**config.mk**
```make
export PLATFORM = sky130hd
export DESIGN_NAME = victimPicker
export DESIGN_NICKNAME = d
export VERILOG_FILES = /design/src/cachePkg.sv /design/src/victimPicker.sv
export VERILOG_INCLUDE_DIRS = /design/src /design/src/src
export SDC_FILE = /design/constraint.sdc
export NUM_CORES = 1
export LEC_CHECK = 0
export ABC_CLOCK_PERIOD_IN_PS = 2300
export BUFFER_PORTS_ARGS = -buffer_cell sky130_fd_sc_hd__buf_4
export CAP_MARGIN = 20
export CORE_MARGIN = 5
export CORE_UTILIZATION = 58
export DETAILED_ROUTE_END_ITERATION = 10
export PLACE_DENSITY = 0.77
export SYNTH_ARGS = -nofsm -noshare
export SYNTH_HDL_FRONTEND = slang
export SYNTH_SLANG_ARGS = --single-unit
```
**constraint.sdc**
```tcl
create_clock -name clk -period 2.3 [get_ports clk]
set_clock_uncertainty 0.05 [all_clocks]
set_input_delay 0.46 -clock clk [delete_from_list [all_inputs] [get_ports clk]]
set_output_delay 0.46 -clock clk [all_outputs]
set_load 0.05 [all_outputs]
```
**src/l1Cache_macros.svh**
```systemverilog
`ifndef L1_CACHE_MACROS_SVH
`define L1_CACHE_MACROS_SVH

////////////////////////////////////////
// Cache geometry
////////////////////////////////////////

// Associativity
`define CACHE_WAYS 4

// Lines per way
`define CACHE_SETS 16

// Line size in bytes
`define CACHE_LINE_BYTES 16

// CPU word width
`define CACHE_WORD_BITS 32

// Byte address width on both ports
`define CACHE_ADR_BITS 16

`endif

```
**src/cachePkg.sv**
```systemverilog
`include "l1Cache_macros.svh"

package cachePkg;

  // Address split is tag | set | byte offset
  localparam int offsetBits = $clog2(`CACHE_LINE_BYTES);
  localparam int setBits = $clog2(`CACHE_SETS);
  localparam int tagBits = `CACHE_ADR_BITS - setBits - offsetBits;

  // Word layout inside a line
  localparam int wordBytes = `CACHE_WORD_BITS / 8;
  localparam int byteSelBits = $clog2(wordBytes);
  localparam int wordsPerLine = `CACHE_LINE_BYTES / wordBytes;
  localparam int wordSelBits = $clog2(wordsPerLine);

  // Byte address, CPU and bus side
  typedef logic [`CACHE_ADR_BITS-1:0] adrT;

  // Set index and tag
  typedef logic [setBits-1:0] setIdxT;
  typedef logic [tagBits-1:0] tagT;

  // Payloads
  typedef logic [`CACHE_LINE_BYTES*8-1:0] lineT;
  typedef logic [`CACHE_WORD_BITS-1:0] wordT;
  typedef logic [wordBytes-1:0] byteMaskT;

  // One bit per way
  typedef logic [`CACHE_WAYS-1:0] wayMaskT;

  // Bus operation, held until acknowledged
  typedef enum logic [1:0] {
    busIdle,
    busRead,
    busWrite
  } busOpT;

endpackage

```
**src/victimPicker.sv**
```systemverilog
`timescale 1ns/100ps
`include "l1Cache_macros.svh"

module victimPicker import cachePkg::*; (
  input  logic    clk,
  input  logic    arstN,
  input  logic    lruUpdate,
  input  setIdxT  lookupSet,
  input  wayMaskT accessWay,
  output wayMaskT victimWay
);

  // Tree bits per set
  // bit 0 is the root, bit 1 picks in ways 0/1, bit 2 in ways 2/3
  logic [2:0] treeBits [`CACHE_SETS];
  logic [2:0] curBits;
  logic [1:0] accessIdx;

  assign curBits = treeBits[lookupSet];

  // One-hot access mask to way number
  assign accessIdx = {accessWay[3] | accessWay[2], accessWay[3] | accessWay[1]};

  ////////////////////////////////////////
  // Victim decode
  ////////////////////////////////////////

  // Follow the tree from the root down
  always_comb begin
    victimWay = '0;
    victimWay[{curBits[0], curBits[0] ? curBits[2] : curBits[1]}] = 1'b1;
  end

  // Point the touched path away from the accessed way
  always_ff @(posedge clk or negedge arstN) begin
    if (!arstN) begin
      for (int s = 0; s < `CACHE_SETS; s++) begin
        treeBits[s] <= '0;
      end
    end else if (lruUpdate) begin
      treeBits[lookupSet][0] <= ~accessIdx[1];
      if (accessIdx[1]) begin
        treeBits[lookupSet][2] <= ~accessIdx[0];
      end else begin
        treeBits[lookupSet][1] <= ~accessIdx[0];
      end
    end
  end

endmodule

```
==> results.sh <==
export IMPL_status="finished with violations"
export IMPL_violations="setup timing"
export IMPL_antenna_found_initial=0
export IMPL_drtIter0Drc=137
export IMPL_num_rows=23
export IMPL_netlist_instances=220
export IMPL_synth_avg_cell_area_um2=11.06
export IMPL_seqPwrFrac=0.493
export IMPL_crit_buf_inv=1
export IMPL_gp_congestion=0.8070
export IMPL_r2r_end="treeBits[35]"
export IMPL_die_x_um=74.78
export IMPL_tritoncts="done"
export IMPL_cp_required_ns=1.79
export IMPL_drtPass1Iterations=4
export IMPL_wl_um=5435
export IMPL_post_cts_buffers=0
export IMPL_clock_power_share=0.279
export IMPL_max_freq_ghz=0.4273
export IMPL_layout_common_cells="48 x dfrtp_1, 30 x nor2_1, 28 x nand2_1"
export IMPL_die_area_mm2=0.005591
export IMPL_cpMaxStageDelayCell="mux4_2"
export IMPL_post_dp_hpwl_um=3649
export IMPL_syn_nets=231
export IMPL_htreeDepth=2
export IMPL_crit_cells=5
export IMPL_nets=253
export IMPL_grt_overflow=0
export IMPL_dpl_instance_area_mm2=0.002653
export IMPL_pre_cts_ws_ns=-0.2373
export IMPL_grt_first_pass_wirelength_um=9018
export IMPL_clk_pin_slew_ns=0.08
export IMPL_timing_final_crit_share=1.018
export IMPL_synth_seq_cells=48
export IMPL_pin_count=15
export IMPL_critical_path_top_delay_family="multiplexers"
export IMPL_ant_nets=0
export IMPL_yosys_warnings=0
export IMPL_final_layout_size_suffix_gt1_frac=0.3292
export IMPL_fillCellCount=317
export IMPL_synth_area_mm2=0.002434
export IMPL_period_needed_ns=2.340
export IMPL_clk_root_buffer_cell="clkbuf_8"
export IMPL_cts_sinks=48
export IMPL_syn_to_final_growth_pct=15.78
export IMPL_worst_path_max_fanout=3
export IMPL_via_per_inst=6.133
export IMPL_antenna_cells=0
export IMPL_reg2reg_slack_ns=1.48
export IMPL_total_power_mw=2.147
export IMPL_core_area_mm2=0.004029
export IMPL_crit_start="treeBits[3]"
export IMPL_async_flop_share=1.000
export IMPL_grt_pass1_vias=1830
export IMPL_reg2regPathDepth=1
export IMPL_hold_class="in -> async"
export IMPL_fin_util=0.6994
export IMPL_finalSetupTns_ns=-0.08665
export IMPL_r2r_start="treeBits[35]"
export IMPL_worst_setup_path_type="reg -> out"
export IMPL_drv_slew=0
export IMPL_tightest_slew_ns=0.6009
export IMPL_hold_violations=0
export IMPL_synth_flop_cell="dfrtp_1"
export IMPL_start_util=0.6040
export IMPL_avgRoutedWirePerCell_um=18.55
export IMPL_fp_dieH_um=74.78
export IMPL_stdcell_count=293
export IMPL_final_common_cell="dfrtp_1"
export IMPL_ir_drop_uv=370.1
export IMPL_fin_ws_ns=-0.04041
export IMPL_critPathLaunchType="flop"
export IMPL_p_sw_frac=0.2788
export IMPL_crit_end="victimWay[3]"
export IMPL_p_leak_nw=1.350
export IMPL_cpPeakStageDelay_ns=0.49
export IMPL_placed_cells=284
export IMPL_powerDensity_mw_per_mm2=762.0
export IMPL_largest_reg_flops=48
export IMPL_vias=1797
export IMPL_cts_buffers=5
export IMPL_synth_cell_type_count=27
export IMPL_clock_latency_ns=0.30
export IMPL_slew_headroom=0.5994
export IMPL_cp_end_kind="primary output"
export IMPL_hold_ws_ns=0.1160
export IMPL_synth_enable_flop_cells=0
export IMPL_grt_setup_unrepaired="true"
export IMPL_path_cells="mux4_2 -> a22oi_2 -> nand2_2 -> and2_4 -> buf_6"
export IMPL_worstPathArrival_ns=1.83
export IMPL_largest_register="treeBits"
export IMPL_ys_seq_area_frac=0.4936
export IMPL_setup_viol=4
export IMPL_drc_errors=0
export IMPL_p_switching_mw=0.5985
export IMPL_grt_usage=0.2212
export IMPL_maxCapViolCount=0
export IMPL_clock_path_buffers=2
export IMPL_grt_start_max_net_pins=49
export IMPL_postCtsHoldBufs=0
export IMPL_stdcell_area_mm2=0.002818
export IMPL_combPwrFrac=0.227
export IMPL_intPower_mw=1.549
export IMPL_port_buffers=13
export IMPL_top_regs="treeBits (48)"
-- cell usage after synthesis (3+ instances only) --
| library cell | n | area share |
|---|---|---|
| o21ai_0 | 6 | 0.012 |
| mux4_1 | 9 | 0.097 |
| buf_2 | 3 | 0.0062 |
| clkbuf_1 | 9 | 0.014 |
| nor3_1 | 12 | 0.025 |
| a21oi_1 | 14 | 0.029 |
| mux4_2 | 3 | 0.028 |
| nand3_1 | 4 | 0.0082 |
| a21o_1 | 11 | 0.034 |
| dfrtp_1 | 48 | 0.49 |
| nand2b_1 | 3 | 0.0077 |
| nand2_1 | 29 | 0.045 |
| a22oi_1 | 3 | 0.0093 |
| nor2_1 | 31 | 0.048 |
| mux2_2 | 16 | 0.074 |
| a22oi_2 | 3 | 0.015 |
-- what timing repair did --
action                     in CTS  in global routing
setup endpoints to repair       4                  4
gates cloned                    1                  0
pin swaps                       8                  2
gates resized for setup        21                  1
-- worst min path at each step --
| stage | startpoint | endpoint | slack [ns] |
|---|---|---|---|
| after floorplan | arstN | treeBits[0] | 0.11 |
| after global placement | treeBits[6] | treeBits[6] | 0.40 |
| after detailed placement | treeBits[18] | treeBits[18] | 0.41 |
| after CTS | arstN | treeBits[28] | 0.13 |
| after global routing | arstN | treeBits[9] | 0.16 |
| final | arstN | treeBits[6] | 0.12 |
-- final cells by class --
cell class,instances,area (µm²),area share
flip-flops and latches,48,1201,0.4263
multi-input cells,158,1170,0.4152
repair buffers,29,276.5,0.09814
clock buffers,6,72.57,0.02575
well taps,50,62.56,0.02220
clock inverters,2,35.03,0.01243
-- logic make-up after synthesis --
logic type | synth area share
AND/OR/NAND/NOR | 0.1712
flip-flops | 0.4936
AO/OA/AOI/OAI | 0.1054
multiplexers | 0.1990
buffers and inverters | 0.03084
-- routing by layer --
metal / track usage / up-vias / wire length [µm]
li1: - / 824 / -
met5: 0 / - / 0
met4: 0.07115 / 0 / 71
met3: 0.06142 / 9 / 316
met2: 0.3473 / 58 / 2680
met1: 0.3007 / 906 / 2367
-- power by group through the flow --
stage / registers (mW) / clock network, mW / logic (mW)
after floorplan: 1.04 / 0 / 0.339
after global placement: 1.06 / 0 / 0.442
after detailed placement: 1.07 / 0 / 0.456
after CTS: 1.06 / 0.610 / 0.490
after global routing: 1.07 / 0.651 / 0.530
final: 1.06 / 0.599 / 0.488
(Power assumes the default switching activity.)
