## config.mk

```make
export PLATFORM = sky130hd
export DESIGN_NAME = wayMerge
export DESIGN_NICKNAME = d
export VERILOG_FILES = /design/src/cachePkg.sv /design/src/wayMerge.sv
export VERILOG_INCLUDE_DIRS = /design/src /design/src/src
export SDC_FILE = /design/constraint.sdc
export NUM_CORES = 1
export LEC_CHECK = 0
export BUFFER_PORTS_ARGS = -buffer_cell sky130_fd_sc_hd__buf_2
export CAP_MARGIN = 5
export CORE_AREA = 5 5 278 280
export DETAILED_ROUTE_END_ITERATION = 16
export DIE_AREA = 0 0 283 285
export PLACE_DENSITY_LB_ADDON = 0.05
export REMOVE_ABC_BUFFERS = 1
export SYNTH_ARGS = -nofsm -noshare
export SYNTH_HDL_FRONTEND = slang
export SYNTH_SLANG_ARGS = --single-unit
```

## constraint.sdc

```tcl
create_clock -name vclk -period 1.16
set_clock_uncertainty 0.1 [all_clocks]
set_input_delay 0.174 -clock vclk [all_inputs]
set_output_delay 0.174 -clock vclk [all_outputs]
set_load 0.01 [all_outputs]
```

## src/l1Cache_macros.svh

```systemverilog
`ifndef L1_CACHE_MACROS_SVH
`define L1_CACHE_MACROS_SVH

////////////////////////////////////////
// Cache geometry
////////////////////////////////////////

// Associativity
`define CACHE_WAYS 4

// Lines per way
`define CACHE_SETS 16

// Line size in bytes
`define CACHE_LINE_BYTES 16

// CPU word width
`define CACHE_WORD_BITS 32

// Byte address width on both ports
`define CACHE_ADR_BITS 16

`endif

```

## src/cachePkg.sv

```systemverilog
`include "l1Cache_macros.svh"

package cachePkg;

  // Address split is tag | set | byte offset
  localparam int offsetBits = $clog2(`CACHE_LINE_BYTES);
  localparam int setBits = $clog2(`CACHE_SETS);
  localparam int tagBits = `CACHE_ADR_BITS - setBits - offsetBits;

  // Word layout inside a line
  localparam int wordBytes = `CACHE_WORD_BITS / 8;
  localparam int byteSelBits = $clog2(wordBytes);
  localparam int wordsPerLine = `CACHE_LINE_BYTES / wordBytes;
  localparam int wordSelBits = $clog2(wordsPerLine);

  // Byte address, CPU and bus side
  typedef logic [`CACHE_ADR_BITS-1:0] adrT;

  // Set index and tag
  typedef logic [setBits-1:0] setIdxT;
  typedef logic [tagBits-1:0] tagT;

  // Payloads
  typedef logic [`CACHE_LINE_BYTES*8-1:0] lineT;
  typedef logic [`CACHE_WORD_BITS-1:0] wordT;
  typedef logic [wordBytes-1:0] byteMaskT;

  // One bit per way
  typedef logic [`CACHE_WAYS-1:0] wayMaskT;

  // Bus operation, held until acknowledged
  typedef enum logic [1:0] {
    busIdle,
    busRead,
    busWrite
  } busOpT;

endpackage

```

## src/wayMerge.sv

```systemverilog
`timescale 1ns/100ps
`include "l1Cache_macros.svh"

module wayMerge import cachePkg::*; (
  input  wayMaskT                hitWays,
  input  lineT                   hitLines [`CACHE_WAYS],
  input  tagT                    victimTags [`CACHE_WAYS],
  input  wayMaskT                victimDirtyWays,
  input  logic [wordSelBits-1:0] wordSel,
  output logic                   cacheHit,
  output lineT                   mergedLine,
  output wordT                   mergedWord,
  output tagT                    mergedVictimTag,
  output logic                   mergedVictimDirty
);

  ////////////////////////////////////////
  // OR half of the way mux
  ////////////////////////////////////////

  // Unselected ways present zero so a plain OR selects
  always_comb begin
    mergedLine = '0;
    mergedVictimTag = '0;
    for (int w = 0; w < `CACHE_WAYS; w++) begin
      mergedLine = mergedLine | hitLines[w];
      mergedVictimTag = mergedVictimTag | victimTags[w];
    end
  end

  // Any way hitting counts as a cache hit
  assign cacheHit = |hitWays;
  assign mergedVictimDirty = |victimDirtyWays;

  // Word pick for the CPU read port
  assign mergedWord = mergedLine[wordSel*$bits(wordT) +: $bits(wordT)];

endmodule

```

==> run summary, run 1 <==
layout cells sized above 1 - 0.963
vias per cell - 2.88
VDD IR max - 75.2 uV
vias post-DR - 5729
# rows - 100
# IOs - 724
Worst Hold Class - input port to output pin
WP data required - 0.89 ns
syn avg cell area - 7.99 um^2
Tot Pwr - 2.50 mW
Crit. End Element - output pin
DRC - 0
Relative slew margins - 0.826
Least-Margin Pin Slew - 0.260 ns
final antenna-violating net count - 0
PD cells - 251 nW/um^2
CP Launch Type - input port
critical path type - input port to output pin
commonest non-fill, non-tap cell in the layout - buf_2
fmax - 0.680 GHz
Pleak - 4.29 nW
failing checks - setup timing
final hold violations - 0
synthesized area - 2000 um^2
1st-pass router iterations - 4
first-pass GRT wire length - 48400 um
most frequent cells in the layout - 416 x buf_2, 349 x buf_6, 132 x or4_4
Critical Path Fanout Max - 2
grt ovf - 0
final setup fails - 170
fin. max-slew vios - 0
Unique masters post-synth - 8
PnR worst setup slack - -0.310 ns
Synth Warn # - 0
GRT Util Overall - 0.0804
CP arrival - 1.20 ns
largest net degree at the start of global routing - 17
number of global-route vias before repair - 6461
Final min period - 1.47 ns
setup TNS - -22.04 ns
cts hold-fix bufs - 0
final WL - 36400 um
Starting DRT DRC Count - 52
clkbuf count - 0
period utilisation layout - 1.27
# port buffers - 724
seq_cells - 0
placed wire-length estimate - 32600 um
critical path endpoint - mergedWord[30]
register area - 0 um^2
Worst Setup SP - hitLines[350]
Synth-to-Final Area Change - 398%
gpl congestion - 0.778
final-stage net count - 1571
HP Start - victimTags[1]
Seq/Total Area, Yosys - 0
initial antenna violation count - 6
Die H - 285 um
Die W - 283 um
status - finished with violations
Placeable Area - 74200 um^2
unrepaired setup endpoints after global routing - true
wire length per cell - 18.3 um
Cells after Synth - 251
max cap viols - 0
initial core utilization - 0.0270
fin cells - 1987
Total Die Area - 80700 um^2
cell count after placement - 1962
==> worst max-delay path, stage by stage <==
cell and delay [ns]:
buf_6 0.09, or4_4 0.57, o22ai_2 0.15, nor2_1 0.07
buf_2 0.14
==> per-layer routing <==
layer  wire length (um)  track usage  share of wire
met5                 23            0        0.00063
met4                159      0.00467         0.0044
met3               2470       0.0204          0.068
met2              22300        0.181           0.61
met1              11400       0.0730           0.31
==> stage by stage <==
step	setup WS [ns]	cell area, um^2	util	hold WS, ns
2_1_floorplan	-0.299	1940	-	0.355
3_3_place_gp	-0.447	7100	0.0957	0.518
3_5_place_dp	-0.395	7100	0.0957	0.517
4_1_cts	-0.345	8970	0.121	0.511
5_1_grt	-0.339	9970	0.134	0.508
6_report	-0.310	9970	0.134	0.499
==> synth_stat cells <==
cell       n  area share
buf_2     13       0.032
o22ai_1   64        0.20
or4_1     42        0.16
nand2_1    1      0.0019
or4_4     96        0.54
nor2_1    32       0.060
or2_1      1      0.0031
nand2b_1   2      0.0062
==> worst min-delay path by stage <==
stage,endpoint,slack (ns),cells past startpoint
finish,mergedVictimTag[1],0.50,3
global route,mergedVictimTag[1],0.51,3
CTS,mergedVictimTag[0],0.51,3
detailed placement,mergedVictimTag[0],0.52,3
global placement,mergedVictimTag[3],0.52,3
floorplan,mergedLine[100],0.35,1
==> cells by family (layout without fill, tap and decap cells) <==
family,after synthesis,in the layout,share of synthesized area
other cells,0,3,0
compound gates,64,64,0.200
simple gates,174,174,0.768
buf+inv,13,777,0.0325
==> layout make-up <==
| cell class | count | area (um^2) |
|---|---|---|
| Fill cell | 8566 | 64200 |
| Timing Repair Buffer | 777 | 6240 |
| Multi-Input combinational cell | 238 | 2510 |
| Tap cell | 969 | 1210 |
| Antenna cell | 3 | 7.51 |
==> where the power goes <==
part           internal (mW)   total [mW]  switching (mW)  leakage [nW]
combinational           1.63         2.50           0.872          4.29
sequential                 0            0               0             0
clock            0.000000346  0.000000346               0     0.0000190
==> what timing repair did <==
item | 4_1_cts | 5_1_grt
setup buffers | 3 | 18
gates cloned | 1 | 1
resized for setup | 369 | 149
pin swaps | 103 | 122
endpoints found under the setup margin | 170 | 170
No activity file was read; power rests on OpenSTA's default activity.
==> run 2: changes to the inputs <==
==> constraint.sdc (replaced) <==
create_clock -name vclk -period 1.16
set_clock_uncertainty 0.1 [all_clocks]
set_input_delay 0.058 -clock vclk [all_inputs]
set_output_delay 0.058 -clock vclk [all_outputs]
set_load 0.01 [all_outputs]
==> run 2 against run 1 <==
The flow still finishes with violations (setup timing). Setup slack improved by 0.24 ns. Final cell count fell by 0.86%. Utilization fell by 2.6 points. Flip-flop and latch count did not move. Largest cell class unchanged.
==> run summary, run 2 (synthesis gave the netlist of run 1 again) <==
final setup fails - 32 (-81%)
FILL cells - 8760 (+2.3%)
Placeable Area - 74200 um^2 (unchanged)
failing checks - setup timing
VDD IR max - 63.5 uV (-16%)
cts hold-fix bufs - 0 (unchanged)
Sequential Power Share - 0 (unchanged)
vias per cell - 2.82 (-2.3%)
# IOs - 724 (unchanged)
PnR worst setup slack - -0.0704 ns (+0.239 ns)
final-stage net count - 1555 (-1.0%)
combinational share of power - 1.000 (about the same)
fin area - 8070 um^2 (-19%)
HP Start - victimTags[4]
Final Util - 0.109 (-0.0256)
period utilisation layout - 1.06 (-0.206)
commonest non-fill, non-tap cell in the layout - buf_2
Worst Setup SP - hitLines[350]
clkbuf count - 0 (unchanged)
seq_cells - 0 (unchanged)
P_int - 1.19 mW (-27%)
placed wire-length estimate - 32300 um (-0.93%)
Psw - 0.830 mW (-4.9%)
# rows - 100 (unchanged)
Critical Path Fanout Max - 2 (unchanged)
Pleak - 3.42 nW (-20%)
fin. max-slew vios - 0 (unchanged)
initial core utilization - 0.0270 (unchanged)
Total Die Area - 80700 um^2 (unchanged)
register area - 0 um^2 (unchanged)
wire length per cell - 18.2 um (-0.79%)
initial antenna violation count - 3 (-3)
first-pass GRT wire length - 47400 um (-2.0%)
1st-pass router iterations - 4 (unchanged)
final hold violations - 0 (unchanged)
Die W - 283 um (unchanged)
layout cells sized above 1 - 0.944 (-0.0186)
unrepaired setup endpoints after global routing - true
critical-path cell list - buf_6 > or4_4 > o22ai_2 > nor2_1 > buf_2
final antenna-violating net count - 0 (unchanged)
Clock Power Share - 0 (unchanged)
number of global-route vias before repair - 6196 (-4.1%)
status - finished with violations
Least-Margin Pin Slew - 0.305 ns (+0.0443 ns)
largest net degree at the start of global routing - 17 (unchanged)
Sw Share - 0.410 (+0.0614)
PD cells - 251 nW/um^2 (about the same)
max cap viols - 0 (unchanged)
Worst path max stage delay - 0.57 ns (about the same)
CP max-delay cell - or4_4
WP data required - 1.00 ns (+0.11 ns)
gpl congestion - 0.780 (+0.30%)
Relative slew margins - 0.797 (-0.0295)
critical path type - input port to output pin
fmax - 0.813 GHz (+19%)
Synth-to-Final Area Change - 303%
DRC - 0 (unchanged)
CP Launch Type - input port
grt ovf - 0 (unchanged)
placed cell areas - 7100 um^2 (unchanged)
Final min period - 1.23 ns (-0.239 ns)
Crit. End Element - output pin
vias post-DR - 5549 (-3.1%)
GRT Util Overall - 0.0796 (-0.000805)
Starting DRT DRC Count - 109 (+110%)
Tot Pwr - 2.02 mW (-19%)
Worst Hold Class - input port to output pin
most frequent cells in the layout - 675 x buf_2, 114 x or4_4, 59 x o22ai_2
Die H - 285 um (unchanged)
final WL - 35800 um (-1.6%)
# port buffers - 724 (unchanged)
CP arrival - 1.07 ns (-0.13 ns)
==> run 2: cell count changes in the layout (fill, tap and decap cells not counted), sizes merged <==
cell / before / now
buf: 776 / 760
diode: 3 / 2
==> run 2: layout make-up <==
type / count / area, um^2 / share of cell area
diodes: 2 / 5.00 / 0.000620
multi-input cells: 238 / 2460 / 0.305
well taps: 969 / 1210 / 0.150
repair buffers: 761 / 4390 / 0.544
==> run 2: timing repair <==
action | CTS | global route
endpoints found under the setup margin | 39 | 39
cloned | 2 | 1
pin swaps | 59 | 60
endpoints found under the hold margin | 0 | 0
buffers inserted | 1 | 2
gates resized for setup | 91 | 67
==> run 2: final timing paths <==
check | end | cells after the start
worst max-delay path | mergedWord[30] | 5
worst min-delay path | mergedVictimTag[4] | 3
==> run 2: layer usage <==
layer  routed length, um  global-route usage  vias to the layer above
met5                   0                   0                        -
met4                 303             0.00787                        0
met3                2490              0.0195                       10
met2               21600               0.176                      344
met1               11400              0.0740                     2540
li1                    -                   -                     2655
==> run 2: power by group through the flow <==
stage          Sequential (mW)   Clock (mW)  Combinational, mW
3_5_place_dp                 0            0               1.78
5_1_grt                      0  0.000000232               2.20
2_1_floorplan                0            0              0.390
3_3_place_gp                 0            0               1.80
4_1_cts                      0            0               1.98
6_report                     0  0.000000232               2.02
==> run 2: worst max-delay path: cells and delay by family <==
kind | cells | cell delay [ns]
buffers and inverters | 2 | 0.23
AND/OR/NAND/NOR | 2 | 0.63
AO/OA/AOI/OAI | 1 | 0.15
==> run 2: per-stage QoR <==
step	instances	setup slack (ns)	TNS (ns)	hold slack (ns)
6_report	1970	-0.0704	-1.36	0.282
5_1_grt	1970	-0.109	-2.42	0.294
4_1_cts	1965	-0.103	-1.96	0.282
3_5_place_dp	1962	-0.176	-3.34	0.282
3_3_place_gp	1962	-0.217	-3.72	0.287
2_1_floorplan	238	-0.0674	-1.99	0.123
