==> config.mk <==
export PLATFORM = sky130hd
export DESIGN_NAME = cacheWay
export DESIGN_NICKNAME = d
export VERILOG_FILES = /design/src/cachePkg.sv /design/src/lineStore.sv /design/src/cacheWay.sv
export VERILOG_INCLUDE_DIRS = /design/src /design/src/src
export SDC_FILE = /design/constraint.sdc
export NUM_CORES = 2
export LEC_CHECK = 0
export ABC_AREA = 0
export BUFFER_PORTS_ARGS = -buffer_cell sky130_fd_sc_hd__buf_2
export CAP_MARGIN = 20
export CORE_UTILIZATION = 47
export CTS_BUF_LIST = sky130_fd_sc_hd__clkbuf_4 sky130_fd_sc_hd__clkbuf_8
export DETAILED_ROUTE_END_ITERATION = 10
export GPL_ROUTABILITY_DRIVEN = 0
export SLEW_MARGIN = 20
export SYNTH_ARGS = -nofsm -noshare
export SYNTH_HDL_FRONTEND = slang
export SYNTH_SLANG_ARGS = --single-unit
==> constraint.sdc <==
create_clock -name clk -period 3.3 [get_ports clk]
set_clock_uncertainty 0.1 [all_clocks]
set_input_delay 0.33 -clock clk [delete_from_list [all_inputs] [get_ports clk]]
set_output_delay 0.33 -clock clk [all_outputs]
set_load 0.02 [all_outputs]
==> src/l1Cache_macros.svh <==
`ifndef L1_CACHE_MACROS_SVH
`define L1_CACHE_MACROS_SVH

////////////////////////////////////////
// Cache geometry
////////////////////////////////////////

// Associativity
`define CACHE_WAYS 4

// Lines per way
`define CACHE_SETS 16

// Line size in bytes
`define CACHE_LINE_BYTES 16

// CPU word width
`define CACHE_WORD_BITS 32

// Byte address width on both ports
`define CACHE_ADR_BITS 16

`endif

==> src/cachePkg.sv <==
`include "l1Cache_macros.svh"

package cachePkg;

  // Address split is tag | set | byte offset
  localparam int offsetBits = $clog2(`CACHE_LINE_BYTES);
  localparam int setBits = $clog2(`CACHE_SETS);
  localparam int tagBits = `CACHE_ADR_BITS - setBits - offsetBits;

  // Word layout inside a line
  localparam int wordBytes = `CACHE_WORD_BITS / 8;
  localparam int byteSelBits = $clog2(wordBytes);
  localparam int wordsPerLine = `CACHE_LINE_BYTES / wordBytes;
  localparam int wordSelBits = $clog2(wordsPerLine);

  // Byte address, CPU and bus side
  typedef logic [`CACHE_ADR_BITS-1:0] adrT;

  // Set index and tag
  typedef logic [setBits-1:0] setIdxT;
  typedef logic [tagBits-1:0] tagT;

  // Payloads
  typedef logic [`CACHE_LINE_BYTES*8-1:0] lineT;
  typedef logic [`CACHE_WORD_BITS-1:0] wordT;
  typedef logic [wordBytes-1:0] byteMaskT;

  // One bit per way
  typedef logic [`CACHE_WAYS-1:0] wayMaskT;

  // Bus operation, held until acknowledged
  typedef enum logic [1:0] {
    busIdle,
    busRead,
    busWrite
  } busOpT;

endpackage

==> src/lineStore.sv <==
`timescale 1ns/100ps

module lineStore import cachePkg::*; #(
  parameter type entryT = logic,
  parameter int DEPTH = 16
) (
  input  logic   clk,
  input  logic   en,
  input  logic   write,
  input  setIdxT addr,
  input  entryT  writeEntry,
  output entryT  readEntry
);

  // Storage, one entry per set
  entryT mem [DEPTH];

  ////////////////////////////////////////
  // Single port access
  ////////////////////////////////////////

  // Write cycles leave the read register alone
  // Output holds the last read while en is low
  always_ff @(posedge clk) begin
    if (en) begin
      if (write) begin
        mem[addr] <= writeEntry;
      end else begin
        readEntry <= mem[addr];
      end
    end
  end

endmodule

==> src/cacheWay.sv <==
`timescale 1ns/100ps
`include "l1Cache_macros.svh"

module cacheWay import cachePkg::*; (
  input  logic   clk,
  input  logic   arstN,
  input  logic   arrayEn,
  input  setIdxT arraySet,
  input  tagT    lookupTag,
  input  lineT   writeLine,
  input  tagT    writeTag,
  input  logic   wayWrite,
  input  logic   setValid,
  input  logic   setDirty,
  input  logic   clearDirty,
  input  logic   flushSel,
  input  logic   invalidateAll,
  output logic   hit,
  output lineT   hitLine,
  output tagT    victimTag,
  output logic   victimDirty
);

  // State bits per set
  logic [`CACHE_SETS-1:0] valid;
  logic [`CACHE_SETS-1:0] dirty;

  // Set whose entries sit in the store outputs
  setIdxT readSet;
  tagT storedTag;
  lineT storedLine;

  ////////////////////////////////////////
  // Tag and data arrays
  ////////////////////////////////////////

  lineStore #(.entryT(tagT), .DEPTH(`CACHE_SETS)) tagStore_i (
    .clk(clk),
    .en(arrayEn),
    .write(wayWrite),
    .addr(arraySet),
    .writeEntry(writeTag),
    .readEntry(storedTag)
  );

  lineStore #(.entryT(lineT), .DEPTH(`CACHE_SETS)) dataStore_i (
    .clk(clk),
    .en(arrayEn),
    .write(wayWrite),
    .addr(arraySet),
    .writeEntry(writeLine),
    .readEntry(storedLine)
  );

  // Tracks the set of the last array access
  always_ff @(posedge clk or negedge arstN) begin
    if (!arstN) begin
      readSet <= '0;
    end else if (arrayEn) begin
      readSet <= arraySet;
    end
  end

  ////////////////////////////////////////
  // Valid and dirty flops
  ////////////////////////////////////////

  // Invalidate drops every line at once
  // Set beats clear when both are asked for
  always_ff @(posedge clk or negedge arstN) begin
    if (!arstN) begin
      valid <= '0;
      dirty <= '0;
    end else if (invalidateAll) begin
      valid <= '0;
      dirty <= '0;
    end else begin
      if (setValid) begin
        valid[arraySet] <= 1'b1;
      end
      if (setDirty) begin
        dirty[arraySet] <= 1'b1;
      end else if (clearDirty) begin
        dirty[arraySet] <= 1'b0;
      end
    end
  end

  // Tag compare against the latched request
  assign hit = valid[readSet] && (storedTag == lookupTag);

  // AND half of the way mux
  // Only the selected way drives nonzero values
  assign hitLine = flushSel ? storedLine : '0;
  assign victimTag = flushSel ? storedTag : '0;
  assign victimDirty = flushSel & valid[readSet] & dirty[readSet];

endmodule

==> results.md <==
* Clock-pin slew reported for the worst setup and hold paths after clock tree synthesis at roughly 60 ps
* Final setup violating endpoints at 0
* Iteration count of the initial detailed-routing pass at 7
* Die height at roughly 440 um
* Slew Limit Headroom at approximately 43%
* Hold path startpoint: writeLine[22]
* Worst-path cell chain: mux4_2, mux2i_2, or4b_4, o31ai_2, buf_4
* Final routed DRC violation total at 0
* Crit Reg-Reg Startpoint: dataStore_i.mem[11][7]$_DFFE_PP_
* Portion of the clock cycle consumed by the worst path in the final layout at between 90% and 100%
* Summed instance area of the synthesized netlist at roughly 88000 sq um
* Clock latency at the later pin of the worst-skew pair at 1050 ps
* Reported max-cap violation count at 0
* Internal power at roughly 0.047 W
* Synthesis-stage register bit count at 2348
* Tightest Pin Transition at approximately 850 ps
* Post-DP HPWL at 105.4 mm
* Maximum fanout along the worst path at 6
* Endpoint of the most critical register-to-register path: dataStore_i.readEntry[7]$_DFFE_PP_
* Design area at around 100000 sq um
* Status: complete, no violations
* Clock tree buffer depth at 4
* Number of global-route vias before repair at approximately 43000
* DR iter-0 viols at 3901
* Maximum number of pins on one net before global-route repair at 89
* Data required, critical path at around 2900 ps
* Cell types with the largest area share after synthesis: sky130_fd_sc_hd__edfxtp_1, sky130_fd_sc_hd__mux4_2, sky130_fd_sc_hd__dfrtp_1, sky130_fd_sc_hd__and2_1, sky130_fd_sc_hd__clkbuf_1
* Chip width at roughly 440 um
* Post-synth top area share at between 70% and 80%
* Placement Rows at 158
* Number of distinct standard cells referenced by the synthesized netlist at 30
* Unrepaired setup endpoints after global routing: yes
* Count of synthesis-stage warnings from yosys at 0
* Total congestion overflow at 0
* Post-place setup slack at 299.9 ps
* Final-stage net count at about 4500
* Post-DR wirelength/cell at approximately 30 um
* Count of cells along the worst hold path at 2
* Count of pins over their slew limit at 0
* Number of vias in the routed layout at about 41000
* Worst Path Arrival at about 2800 ps
* Switching power as a share of total power at 21.31%
* Number of nets with antenna violations after routing at 0
* First-pass GRT wire length at between 300 and 400 mm
* Clock share of power at between 30% and 40%
* Crit-path max cell delay at about 500 ps
* Clock tree root driver cell: sky130_fd_sc_hd__clkbuf_8
* Total cell area at the placement stage at about 94000 sq um
* Vias per Instance at approximately 5.7
* Number of nets produced by synthesis at 3666
* Total detailed-routing wirelength at slightly above 200 mm
* Flop pwr share at approximately 56%
* Final Hold Vio Count at 0
* Hold-critical path endpoint: dataStore_i.mem[10][22]$_DFFE_PP_
* Clock tree from TritonCTS: built
* Initial antenna violation count at 25
* Critical setup path kind: flip-flop to primary output
* Overall Power at 0.06015 W
* I/O pins at ~300
* Layout cells sized above 1 at between 30% and 40%
* I/O Buffers at just under 300
* Highest clock rate at 313.2 MHz
* Worst VDD drop at roughly 0.43 mV
* CTS H-Tree Depth at 5
* Effective utilization at floorplan at around 48%
* Clock tree sinks at 2348
* Core ar. at around 190000 sq um
* CP delay by family, top: flip-flops
* Power density over the cells at just under 600 nW/um^2
* Worst hold path type: input port to flip-flop
* Pleak at roughly 33 nW
* Shortest clock period the worst path allows after layout at about 3200 ps
* Fraction of the yosys area taken by sequential cells at 79.57%
* Switching power at approximately 0.013 W
* R2R Setup Slk at 1470 ps
* Tot GR Track Use at 22.04%
* Slowest cell on the critical path: sky130_fd_sc_hd__dfrtp_2
* Startpoint types: flip-flop
* Logic pwr share at 5.1%
* Count of buffer and inverter cells on the critical path at 1
* Syn avg cell area at roughly 25 sq um
* Area leader, netlist: sky130_fd_sc_hd__edfxtp_1
* Final critical-path setup slack at 107.5 ps
* Cell count after synthesis at roughly 3500
* Type of element capturing the critical path: primary output
* CTS buffer count at ~380
* Synthesis-to-finish area growth at 16.77%
* Die ar. at 189800 sq um
* R2R cell count at 2
## power groups by stage
stage / Sequential (W) / Combinational [W] / Clock, W
CTS: 0.0334 / 0.00314 / 0.0243
detailed placement: 0.0340 / 0.00292 / 0
global placement: 0.0340 / 0.00288 / 0
global route: 0.0334 / 0.00330 / 0.0255
finish: 0.0334 / 0.00307 / 0.0237
floorplan: 0.0339 / 0.00177 / 0
## cells in the mapped netlist
library cell and instances:
sky130_fd_sc_hd__a21oi_1 20, sky130_fd_sc_hd__a31oi_1 12, sky130_fd_sc_hd__and2_1 137, sky130_fd_sc_hd__and3_1 3
sky130_fd_sc_hd__buf_1 10, sky130_fd_sc_hd__buf_2 46, sky130_fd_sc_hd__buf_4 2, sky130_fd_sc_hd__buf_6 17
sky130_fd_sc_hd__clkbuf_1 113, sky130_fd_sc_hd__dfrtp_1 36, sky130_fd_sc_hd__edfxtp_1 2312, sky130_fd_sc_hd__mux2_2 6
sky130_fd_sc_hd__mux2i_1 6, sky130_fd_sc_hd__mux4_2 686, sky130_fd_sc_hd__nand2_1 13, sky130_fd_sc_hd__nand2b_1 4
sky130_fd_sc_hd__nand3_1 13, sky130_fd_sc_hd__nand3b_1 2, sky130_fd_sc_hd__nand4_1 3, sky130_fd_sc_hd__nor2_1 24
sky130_fd_sc_hd__nor2b_1 5, sky130_fd_sc_hd__nor3_1 8, sky130_fd_sc_hd__nor4_1 3, sky130_fd_sc_hd__o21ai_0 4
sky130_fd_sc_hd__o21ai_1 12, sky130_fd_sc_hd__o311ai_0 1, sky130_fd_sc_hd__o31ai_1 1, sky130_fd_sc_hd__or2_1 1
sky130_fd_sc_hd__or4b_1 1, sky130_fd_sc_hd__xnor2_1 8
## timing repair
item,in CTS,in global routing
endpoints found under the setup margin,2,2
cloned,0,0
endpoints found under the hold margin,2776,0
gates resized for setup,7,4
hold buffers,176,0
buffers inserted,4,0
## layout make-up
cell class / instances / area, sq um
sequential: 2348 / 70330
multi-input combinational: 973 / 17380
clock inverter: 174 / 1001
antenna: 6 / 15.01
clock buffer: 481 / 6038
timing repair buffer: 610 / 5348
fill: 13763 / 82810
tap: 2480 / 3103
## layout by cell type (no fill, tap or decap), types with 5 or more instances in the layout
master,n
sky130_fd_sc_hd__buf_12,81
sky130_fd_sc_hd__a31oi_1,12
sky130_fd_sc_hd__nand2_1,12
sky130_fd_sc_hd__buf_2,288
sky130_fd_sc_hd__diode_2,6
sky130_fd_sc_hd__nor3_4,7
sky130_fd_sc_hd__clkbuf_4,93
sky130_fd_sc_hd__mux4_2,686
sky130_fd_sc_hd__edfxtp_1,2312
sky130_fd_sc_hd__clkinvlp_4,5
sky130_fd_sc_hd__dfrtp_1,33
sky130_fd_sc_hd__a21oi_1,20
sky130_fd_sc_hd__nor2_1,18
sky130_fd_sc_hd__xnor2_1,8
sky130_fd_sc_hd__bufinv_16,10
sky130_fd_sc_hd__buf_4,60
sky130_fd_sc_hd__clkinv_1,112
sky130_fd_sc_hd__dlygate4sd3_1,175
sky130_fd_sc_hd__nand3_1,13
sky130_fd_sc_hd__clkbuf_8,388
sky130_fd_sc_hd__mux2_2,6
sky130_fd_sc_hd__clkinv_2,45
sky130_fd_sc_hd__and2_1,137
sky130_fd_sc_hd__o21ai_1,12
sky130_fd_sc_hd__nor2_4,6
## worst max-delay path by stage
stage                           startpoint                                to  slack (ps)  cells after the start
floorplan                      arraySet[1]   dataStore_i.mem[0][0]$_DFFE_PP_       -2770                      6
global placement               arraySet[1]  dataStore_i.mem[3][99]$_DFFE_PP_         290                      5
detailed placement             arraySet[1]  dataStore_i.mem[3][99]$_DFFE_PP_         300                      5
CTS                 readSet[1]$_DFFE_PN0P_                       victimDirty         -30                      5
global route        readSet[0]$_DFFE_PN0P_                       victimDirty         -10                      5
finish              readSet[1]$_DFFE_PN0P_                       victimDirty         110                      5
## registers in the layout (all words and copies together) (netlist names)
signal / flops
dataStore_i.mem: 2048
dataStore_i.readEntry: 128
dirty: 16
readSet: 4
tagStore_i.mem: 128
tagStore_i.readEntry: 8
valid: 16
## through the flow
step / TNS [ps] / cells / utilization [%] / hold WS (ps)
global route: -17.07 / 7070 / 55.48 / 61.78
floorplan: -4825030 / 3509 / - / -65.59
finish: 0 / 7072 / 55.48 / 112.0
global placement: 0 / 6231 / 50.71 / 365.6
CTS: -37.94 / 7066 / 55.47 / 0.09825
detailed placement: 0 / 6231 / 50.71 / 371.7
## worst register-to-register path, stage by stage (launching register included)
cell and delay (ps):
sky130_fd_sc_hd__edfxtp_1 380, sky130_fd_sc_hd__mux4_2 490, sky130_fd_sc_hd__mux4_2 550
## kinds of logic after synthesis
group	after synthesis	share of synthesized area, %
DFF	2348	79.57
muxes	698	17.62
and+or+nand+nor	217	1.408
buffers and inverters	188	1.016
AOI/OAI and AO/OA	50	0.3072
xor gates and xnor gates	8	0.07927
## per-layer routing
metal  routed length, um  GRT usage [%]
met1               87430          30.94
met2              103300          35.81
met3               12280          4.070
met4                3956          5.759
met5                  94              0
Power figures use the tool's default switching activity.
