`src/l1Cache_macros.svh`:
```
`ifndef L1_CACHE_MACROS_SVH
`define L1_CACHE_MACROS_SVH

////////////////////////////////////////
// Cache geometry
////////////////////////////////////////

// Associativity
`define CACHE_WAYS 4

// Lines per way
`define CACHE_SETS 16

// Line size in bytes
`define CACHE_LINE_BYTES 16

// CPU word width
`define CACHE_WORD_BITS 32

// Byte address width on both ports
`define CACHE_ADR_BITS 16

`endif

```
`src/cachePkg.sv`:
```
`include "l1Cache_macros.svh"

package cachePkg;

  // Address split is tag | set | byte offset
  localparam int offsetBits = $clog2(`CACHE_LINE_BYTES);
  localparam int setBits = $clog2(`CACHE_SETS);
  localparam int tagBits = `CACHE_ADR_BITS - setBits - offsetBits;

  // Word layout inside a line
  localparam int wordBytes = `CACHE_WORD_BITS / 8;
  localparam int byteSelBits = $clog2(wordBytes);
  localparam int wordsPerLine = `CACHE_LINE_BYTES / wordBytes;
  localparam int wordSelBits = $clog2(wordsPerLine);

  // Byte address, CPU and bus side
  typedef logic [`CACHE_ADR_BITS-1:0] adrT;

  // Set index and tag
  typedef logic [setBits-1:0] setIdxT;
  typedef logic [tagBits-1:0] tagT;

  // Payloads
  typedef logic [`CACHE_LINE_BYTES*8-1:0] lineT;
  typedef logic [`CACHE_WORD_BITS-1:0] wordT;
  typedef logic [wordBytes-1:0] byteMaskT;

  // One bit per way
  typedef logic [`CACHE_WAYS-1:0] wayMaskT;

  // Bus operation, held until acknowledged
  typedef enum logic [1:0] {
    busIdle,
    busRead,
    busWrite
  } busOpT;

endpackage

```
`src/cacheCtrl.sv`:
```
`timescale 1ns/100ps
`include "l1Cache_macros.svh"

module cacheCtrl import cachePkg::*; (
  input  logic                   clk,
  input  logic                   arstN,
  // CPU side
  input  logic                   cpuReq,
  input  logic                   cpuWrite,
  input  adrT                    cpuAdr,
  input  byteMaskT               cpuByteMask,
  input  wordT                   cpuWriteData,
  input  logic                   flushReq,
  input  logic                   invalidateReq,
  output logic                   busy,
  output logic                   done,
  // Bus side
  output busOpT                  busOp,
  output adrT                    busAdr,
  output lineT                   busWriteLine,
  input  lineT                   busReadLine,
  input  logic                   busAck,
  // From the merged way outputs
  input  logic                   cacheHit,
  input  wayMaskT                hitWays,
  input  lineT                   mergedLine,
  input  tagT                    mergedVictimTag,
  input  logic                   mergedVictimDirty,
  input  wayMaskT                victimWay,
  // To the ways
  output logic                   arrayEn,
  output setIdxT                 arraySet,
  output tagT                    lookupTag,
  output logic [wordSelBits-1:0] wordSel,
  output lineT                   writeLine,
  output tagT                    writeTag,
  output wayMaskT                writeWay,
  output wayMaskT                setValidWay,
  output wayMaskT                setDirtyWay,
  output wayMaskT                clearDirtyWay,
  output wayMaskT                flushSelWay,
  output logic                   invalidateAll,
  // To the replacement logic
  output logic                   lruUpdate,
  output setIdxT                 lookupSet
);

  typedef enum logic [2:0] {
    idle, lookup, writeBack, fill, refill, flushRead, flushWrite, invalidate
  } stateT;

  stateT state;
  stateT nextState;

  // Latched request
  adrT reqAdr;
  logic reqWrite;
  byteMaskT reqMask;
  wordT reqData;
  setIdxT reqSet;

  // Victim chosen at the miss, flush walk position
  wayMaskT selWay;
  setIdxT flushSet;
  wayMaskT flushWay;
  logic lastWay;
  logic lastSet;
  logic flushStep;
  busOpT stateOp;
  lineT baseLine;
  byteMaskT effMask;

  assign reqSet = reqAdr[offsetBits +: setBits];
  assign lookupTag = reqAdr[`CACHE_ADR_BITS-1 -: tagBits];
  assign lookupSet = reqSet;
  assign wordSel = reqAdr[byteSelBits +: wordSelBits];
  assign writeTag = lookupTag;

  ////////////////////////////////////////
  // Request FSM
  ////////////////////////////////////////

  always_ff @(posedge clk or negedge arstN) begin
    if (!arstN) begin
      state <= idle;
    end else begin
      state <= nextState;
    end
  end

  // Request fields captured on acceptance
  always_ff @(posedge clk) begin
    if (state == idle && cpuReq) begin
      reqAdr <= cpuAdr;
      reqWrite <= cpuWrite;
      reqMask <= cpuByteMask;
      reqData <= cpuWriteData;
    end
  end

  // A refill goes back through lookup, which then hits
  always_comb begin
    nextState = state;
    case (state)
      idle: begin
        if (cpuReq) begin
          nextState = lookup;
        end else if (flushReq) begin
          nextState = flushRead;
        end else if (invalidateReq) begin
          nextState = invalidate;
        end
      end
      lookup: begin
        if (cacheHit) begin
          nextState = idle;
        end else begin
          nextState = mergedVictimDirty ? writeBack : fill;
        end
      end
      writeBack: if (busAck) nextState = fill;
      fill: if (busAck) nextState = refill;
      refill: nextState = lookup;
      flushRead: begin
        if (mergedVictimDirty) begin
          nextState = flushWrite;
        end else if (lastWay && lastSet) begin
          nextState = idle;
        end
      end
      flushWrite: if (busAck) nextState = flushRead;
      default: nextState = idle;
    endcase
  end

  // Victim is frozen for the write-back and fill
  always_ff @(posedge clk or negedge arstN) begin
    if (!arstN) begin
      selWay <= '0;
    end else if (state == lookup) begin
      selWay <= victimWay;
    end
  end

  ////////////////////////////////////////
  // Flush walk counters
  ////////////////////////////////////////

  // Clean slot moves on, dirty slot is rechecked after its write
  assign flushStep = (state == flushRead) && !mergedVictimDirty;
  assign lastWay = flushWay[`CACHE_WAYS-1];
  assign lastSet = (flushSet == setIdxT'(`CACHE_SETS-1));

  always_ff @(posedge clk or negedge arstN) begin
    if (!arstN) begin
      flushSet <= '0;
      flushWay <= wayMaskT'(1);
    end else if (state == idle) begin
      flushSet <= '0;
      flushWay <= wayMaskT'(1);
    end else if (flushStep) begin
      flushWay <= {flushWay[`CACHE_WAYS-2:0], flushWay[`CACHE_WAYS-1]};
      if (lastWay) begin
        flushSet <= flushSet + 1'b1;
      end
    end
  end

  ////////////////////////////////////////
  // Array control
  ////////////////////////////////////////

  always_comb begin
    arrayEn = 1'b0;
    arraySet = reqSet;
    writeWay = '0;
    setValidWay = '0;
    setDirtyWay = '0;
    clearDirtyWay = '0;
    flushSelWay = selWay;
    case (state)
      // Read starts in the request cycle, set 0 for a flush
      idle: begin
        arrayEn = cpuReq | flushReq;
        arraySet = cpuReq ? cpuAdr[offsetBits +: setBits] : '0;
      end
      // Hit way drives the line, else the candidate victim
      lookup: begin
        flushSelWay = cacheHit ? hitWays : victimWay;
        if (cacheHit && reqWrite) begin
          arrayEn = 1'b1;
          writeWay = hitWays;
          setDirtyWay = hitWays;
        end
      end
      // Fill lands in the victim way with the store merged in
      fill: begin
        if (busAck) begin
          arrayEn = 1'b1;
          writeWay = selWay;
          setValidWay = selWay;
          setDirtyWay = reqWrite ? selWay : '0;
          clearDirtyWay = reqWrite ? '0 : selWay;
        end
      end
      refill: arrayEn = 1'b1;
      // Next set is read once its last way is clean
      flushRead: begin
        flushSelWay = flushWay;
        arraySet = flushSet + 1'b1;
        arrayEn = flushStep & lastWay;
      end
      flushWrite: begin
        flushSelWay = flushWay;
        arraySet = flushSet;
        clearDirtyWay = busAck ? flushWay : '0;
      end
      default: ;
    endcase
  end

  // Store bytes go over the hit line or the fetched line
  assign baseLine = (state == fill) ? busReadLine : mergedLine;
  assign effMask = reqWrite ? reqMask : '0;

  always_comb begin
    writeLine = baseLine;
    for (int b = 0; b < wordBytes; b++) begin
      if (effMask[b]) begin
        writeLine[wordSel*$bits(wordT) + b*8 +: 8] = reqData[b*8 +: 8];
      end
    end
  end

  ////////////////////////////////////////
  // Bus side
  ////////////////////////////////////////

  always_comb begin
    case (state)
      writeBack, flushWrite: stateOp = busWrite;
      fill: stateOp = busRead;
      default: stateOp = busIdle;
    endcase
  end

  // Drops to idle for one cycle after every acknowledge
  always_ff @(posedge clk or negedge arstN) begin
    if (!arstN) begin
      busOp <= busIdle;
    end else if (busAck) begin
      busOp <= busIdle;
    end else if (busOp == busIdle) begin
      busOp <= stateOp;
    end
  end

  // Victim tag for write-backs, request tag for fills
  assign busAdr = {(state == fill) ? lookupTag : mergedVictimTag,
                   (state == flushWrite) ? flushSet : reqSet,
                   {offsetBits{1'b0}}};
  // Arrays sit idle during a write, so the victim line holds
  assign busWriteLine = mergedLine;

  ////////////////////////////////////////
  // CPU status
  ////////////////////////////////////////

  assign busy = (state != idle);
  assign done = (state == lookup && cacheHit) || (state == invalidate) ||
                (flushStep && lastWay && lastSet);
  assign lruUpdate = (state == lookup) && cacheHit;
  assign invalidateAll = (state == invalidate);

endmodule

```
`config.mk`:
```
export PLATFORM = sky130hd
export DESIGN_NAME = cacheCtrl
export DESIGN_NICKNAME = d
export VERILOG_FILES = /design/src/cachePkg.sv /design/src/cacheCtrl.sv
export VERILOG_INCLUDE_DIRS = /design/src /design/src/src
export SDC_FILE = /design/constraint.sdc
export NUM_CORES = 1
export LEC_CHECK = 0
export BUFFER_PORTS_ARGS = -buffer_cell sky130_fd_sc_hd__buf_2
export CORE_AREA = 2 2 252 254
export CTS_CLUSTER_SIZE = 40
export DETAILED_ROUTE_END_ITERATION = 10
export DIE_AREA = 0 0 254 256
export GPL_ROUTABILITY_DRIVEN = 0
export PLACE_DENSITY = 0.3
export SLEW_MARGIN = 5
export SYNTH_ARGS = -nofsm -noshare
export SYNTH_HDL_FRONTEND = slang
export SYNTH_SLANG_ARGS = --single-unit
```
`constraint.sdc`:
```
create_clock -name clk -period 3.22 [get_ports clk]
set_clock_uncertainty 0.05 [all_clocks]
set_input_delay 0.322 -clock clk [delete_from_list [all_inputs] [get_ports clk]]
set_output_delay 0.322 -clock clk [all_outputs]
set_load 0.03 [all_outputs]
```
==> impl_metrics.tcl <==
set metrics [dict create \
    synthCells 889 \
    finalMaxSlewViolations 0 \
    grt_pass1_vias 8473 \
    routedWlPerCell_microns 20.7 \
    post_cts_buffers 0 \
    ys_types 58 \
    clk_latency_ns 0.37 \
    holdWs_ns 0.0641 \
    worst_path_dominant_cell_family "simple AND/OR/NAND/NOR gates" \
    start_util 0.119 \
    grt_max_degree 64 \
    rsz0062_at_grt "no" \
    yosys.area.top_type "edfxtp_1" \
    yosysWarnings 0 \
    cts_buffers 9 \
    start_kind "register" \
    outcome "complete, no violations" \
    finalSetupViolCount 0 \
    drtIter0Drc 364 \
    root_buffer "clkbuf_16" \
    syn2layout_area_growth_pct 48.0 \
    endpoint_kind "primary output" \
    slew_headroom 0.556 \
    ant_nets 0 \
    crit_slowest_cell "edfxtp_1" \
    grtUsageMet3 0.0323 \
    grt_use_total 0.136 \
    fmax_mhz 332 \
    hold_path_depth 1 \
    antenna_found_initial 10 \
    max-cap-violations 0 \
    nFillCells 7213 \
    critical_path_required_ns 2.85 \
    h-tree-depth 3 \
    io-pin-count 658 \
    drc 0 \
    synth_area_sq_um 7410 \
    leakage_nw 5.76 \
    totalWireLength_mm 46.2 \
    ff2ff_path_depth 4 \
    grt_pass1_wl_mm 62.1 \
    fp.dieW_microns 254 \
    irDropWorstVdd_v 0.000342 \
    worstMarginPinSlew_ns 0.647 \
    crit_arrival_ns 2.64 \
    synthMostInstantiatedCell "nand2_1" \
    ys_ff_latch 68 \
    io_buffer_count 651 \
    critPathMaxFanout 9 \
    coreArea_sq_um 62400 \
    cp_num_buf_inv 2 \
    gr-max-usage-layer "met2" \
    hold_viol_final 0 \
    clk_pin_slew_worst_paths_ns 0.08 \
    vias_per_cell 3.78 \
    setup_tns_ns 0 \
    crit_cells 7 \
    hpwl_mm 38.9 \
    crit_path_frequent_cell "and3_1" \
    path_class "reg2out" \
    power-per-cell-area_nw_per_um2 722 \
    crit_path_cell_trace "inv_2 -> ha_1 -> and3_1 -> and3_1 -> nand2_1 -> o21ai_0 -> buf_2" \
    dieArea_sq_um 65000 \
    cts.sinks 68 \
    async_reset_ff_frac 0.250 \
    drt_first_pass_iters 4 \
    layout-drive-gt1-share 0.522 \
    synth.top_cell.area_share 0.207 \
    met2_usage 0.240 \
    synth-seq-area-share 0.264 \
    cpPeakStageDelay_ns 0.54 \
    hold_path_class "in2reg" \
    synthTopCellsByArea "edfxtp_1 21%, mux2i_1 18%, buf_4 16%" \
    rows 92 \
    syn-mean-instance-area_sq_um 8.33 \
    overflow 0 \
    vias 8423 \
    finalCritPeriodShare 0.935 \
    layout_min_cycle_time_ns 3.01 \
    ys_top_cells_by_count "173 x nand2_1, 155 x buf_4, 130 x mux2i_1, 98 x o22ai_1, 51 x edfxtp_1" \
    nNetsFinal 1712 \
    die_h_microns 256 \
    synth_edf_count 51 \
    cts_tree "built" \
    clockBufferDepth 2 \
    yosys_most_used_dff "edfxtp_1" \
    grt_use_met1 0.159 \
]
[worst paths after layout]
check | start | to | slack (ns)
setup / recovery | reqAdr[2] | writeLine[66] | 0.21
min in group asynchronous | arstN | selWay[0] | 0.37
hold reg to reg | busOp[0] | busOp[0] | 0.48
hold / removal | cpuWriteData[16] | reqData[16] | 0.06
setup reg to reg | state[2] | reqData[27] | 1.05
max in group asynchronous | arstN | flushWay[0] | 2.42
[state kept, by name, summed over array words and instances (netlist names)]
register,cells
reqData,32
flushWay,4
selWay,4
reqMask,4
busOp,2
reqAdr,14
reqWrite,1
flushSet,4
state,3
[layout by cell type (no fill, tap or decap), types with 3 or more instances in the layout]
| cell type | count |
|---|---|
| ha_1 | 7 |
| buf_4 | 26 |
| nor2b_1 | 3 |
| clkinv_4 | 3 |
| a221oi_1 | 3 |
| a21o_1 | 5 |
| and3_1 | 18 |
| clkbuf_16 | 10 |
| nand3_1 | 9 |
| mux2_2 | 7 |
| diode_2 | 6 |
| o211ai_1 | 4 |
| buf_12 | 9 |
| o21ai_0 | 47 |
| mux2i_1 | 130 |
| a21oi_1 | 14 |
| buf_2 | 645 |
| conb_1 | 4 |
| o22ai_1 | 98 |
| nand2_1 | 173 |
| nor2_1 | 12 |
| a221o_1 | 4 |
| inv_1 | 15 |
| dfrtp_1 | 16 |
| a22o_1 | 7 |
| edfxtp_1 | 51 |
| nand2b_1 | 9 |
[per-layer routing]
metal  wire [microns]  vias to the layer above
li1                 -                     4023
met1            18100                     3974
met2            23000                      379
met3             3700                       41
met4             1360                        6
met5               44                        -
[cell type report]
cell class | count | area, sq um | share of cell area
Multi-Input combinational cell | 595 | 3920 | 0.358
Timing Repair Buffer | 681 | 3610 | 0.330
Sequential cell | 68 | 1960 | 0.179
Tap cell | 846 | 1060 | 0.0966
Clock buffer | 11 | 264 | 0.0241
Clock inverter | 5 | 65.1 | 0.00594
Inverter | 17 | 63.8 | 0.00582
Antenna cell | 6 | 15.0 | 0.00137
[logic make-up after synthesis]
logic type      Yosys count  synth area share
buf+inv                 229             0.209
xor+xnor                  2           0.00237
mux                     138             0.188
simple gates            245             0.150
compound gates          198             0.172
fa+ha+maj                 8            0.0132
other cells               1          0.000506
flops                    68             0.264
[where the power goes]
part / internal (mW) / leakage, nW / total (mW) / switching (mW)
Sequential: 1.17 / 0.685 / 1.41 / 0.242
Combinational: 1.73 / 4.92 / 5.34 / 3.61
Clock: 0.677 / 0.161 / 1.17 / 0.492
[per-stage QoR]
stage | setup WS (ns) | instance area (sq um) | utilization | total power, mW | cells
floorplan | 0.332 | 7420 | - | 5.04 | 892
CTS | 0.0346 | 10900 | 0.175 | 8.13 | 2223
global route | 0.00552 | 11000 | 0.176 | 8.43 | 2227
detailed placement | 0.471 | 10600 | 0.170 | 6.87 | 2206
finish | 0.210 | 11000 | 0.176 | 7.91 | 2229
global placement | 0.493 | 10600 | 0.170 | 6.88 | 2206
[timing repair]
item                       in CTS  in global routing
resized for setup               0                  3
setup endpoints to repair       0                 11
hold endpoints to repair       16                  0
hold buffers                    1                  0
Power figures use the tool's default switching activity.
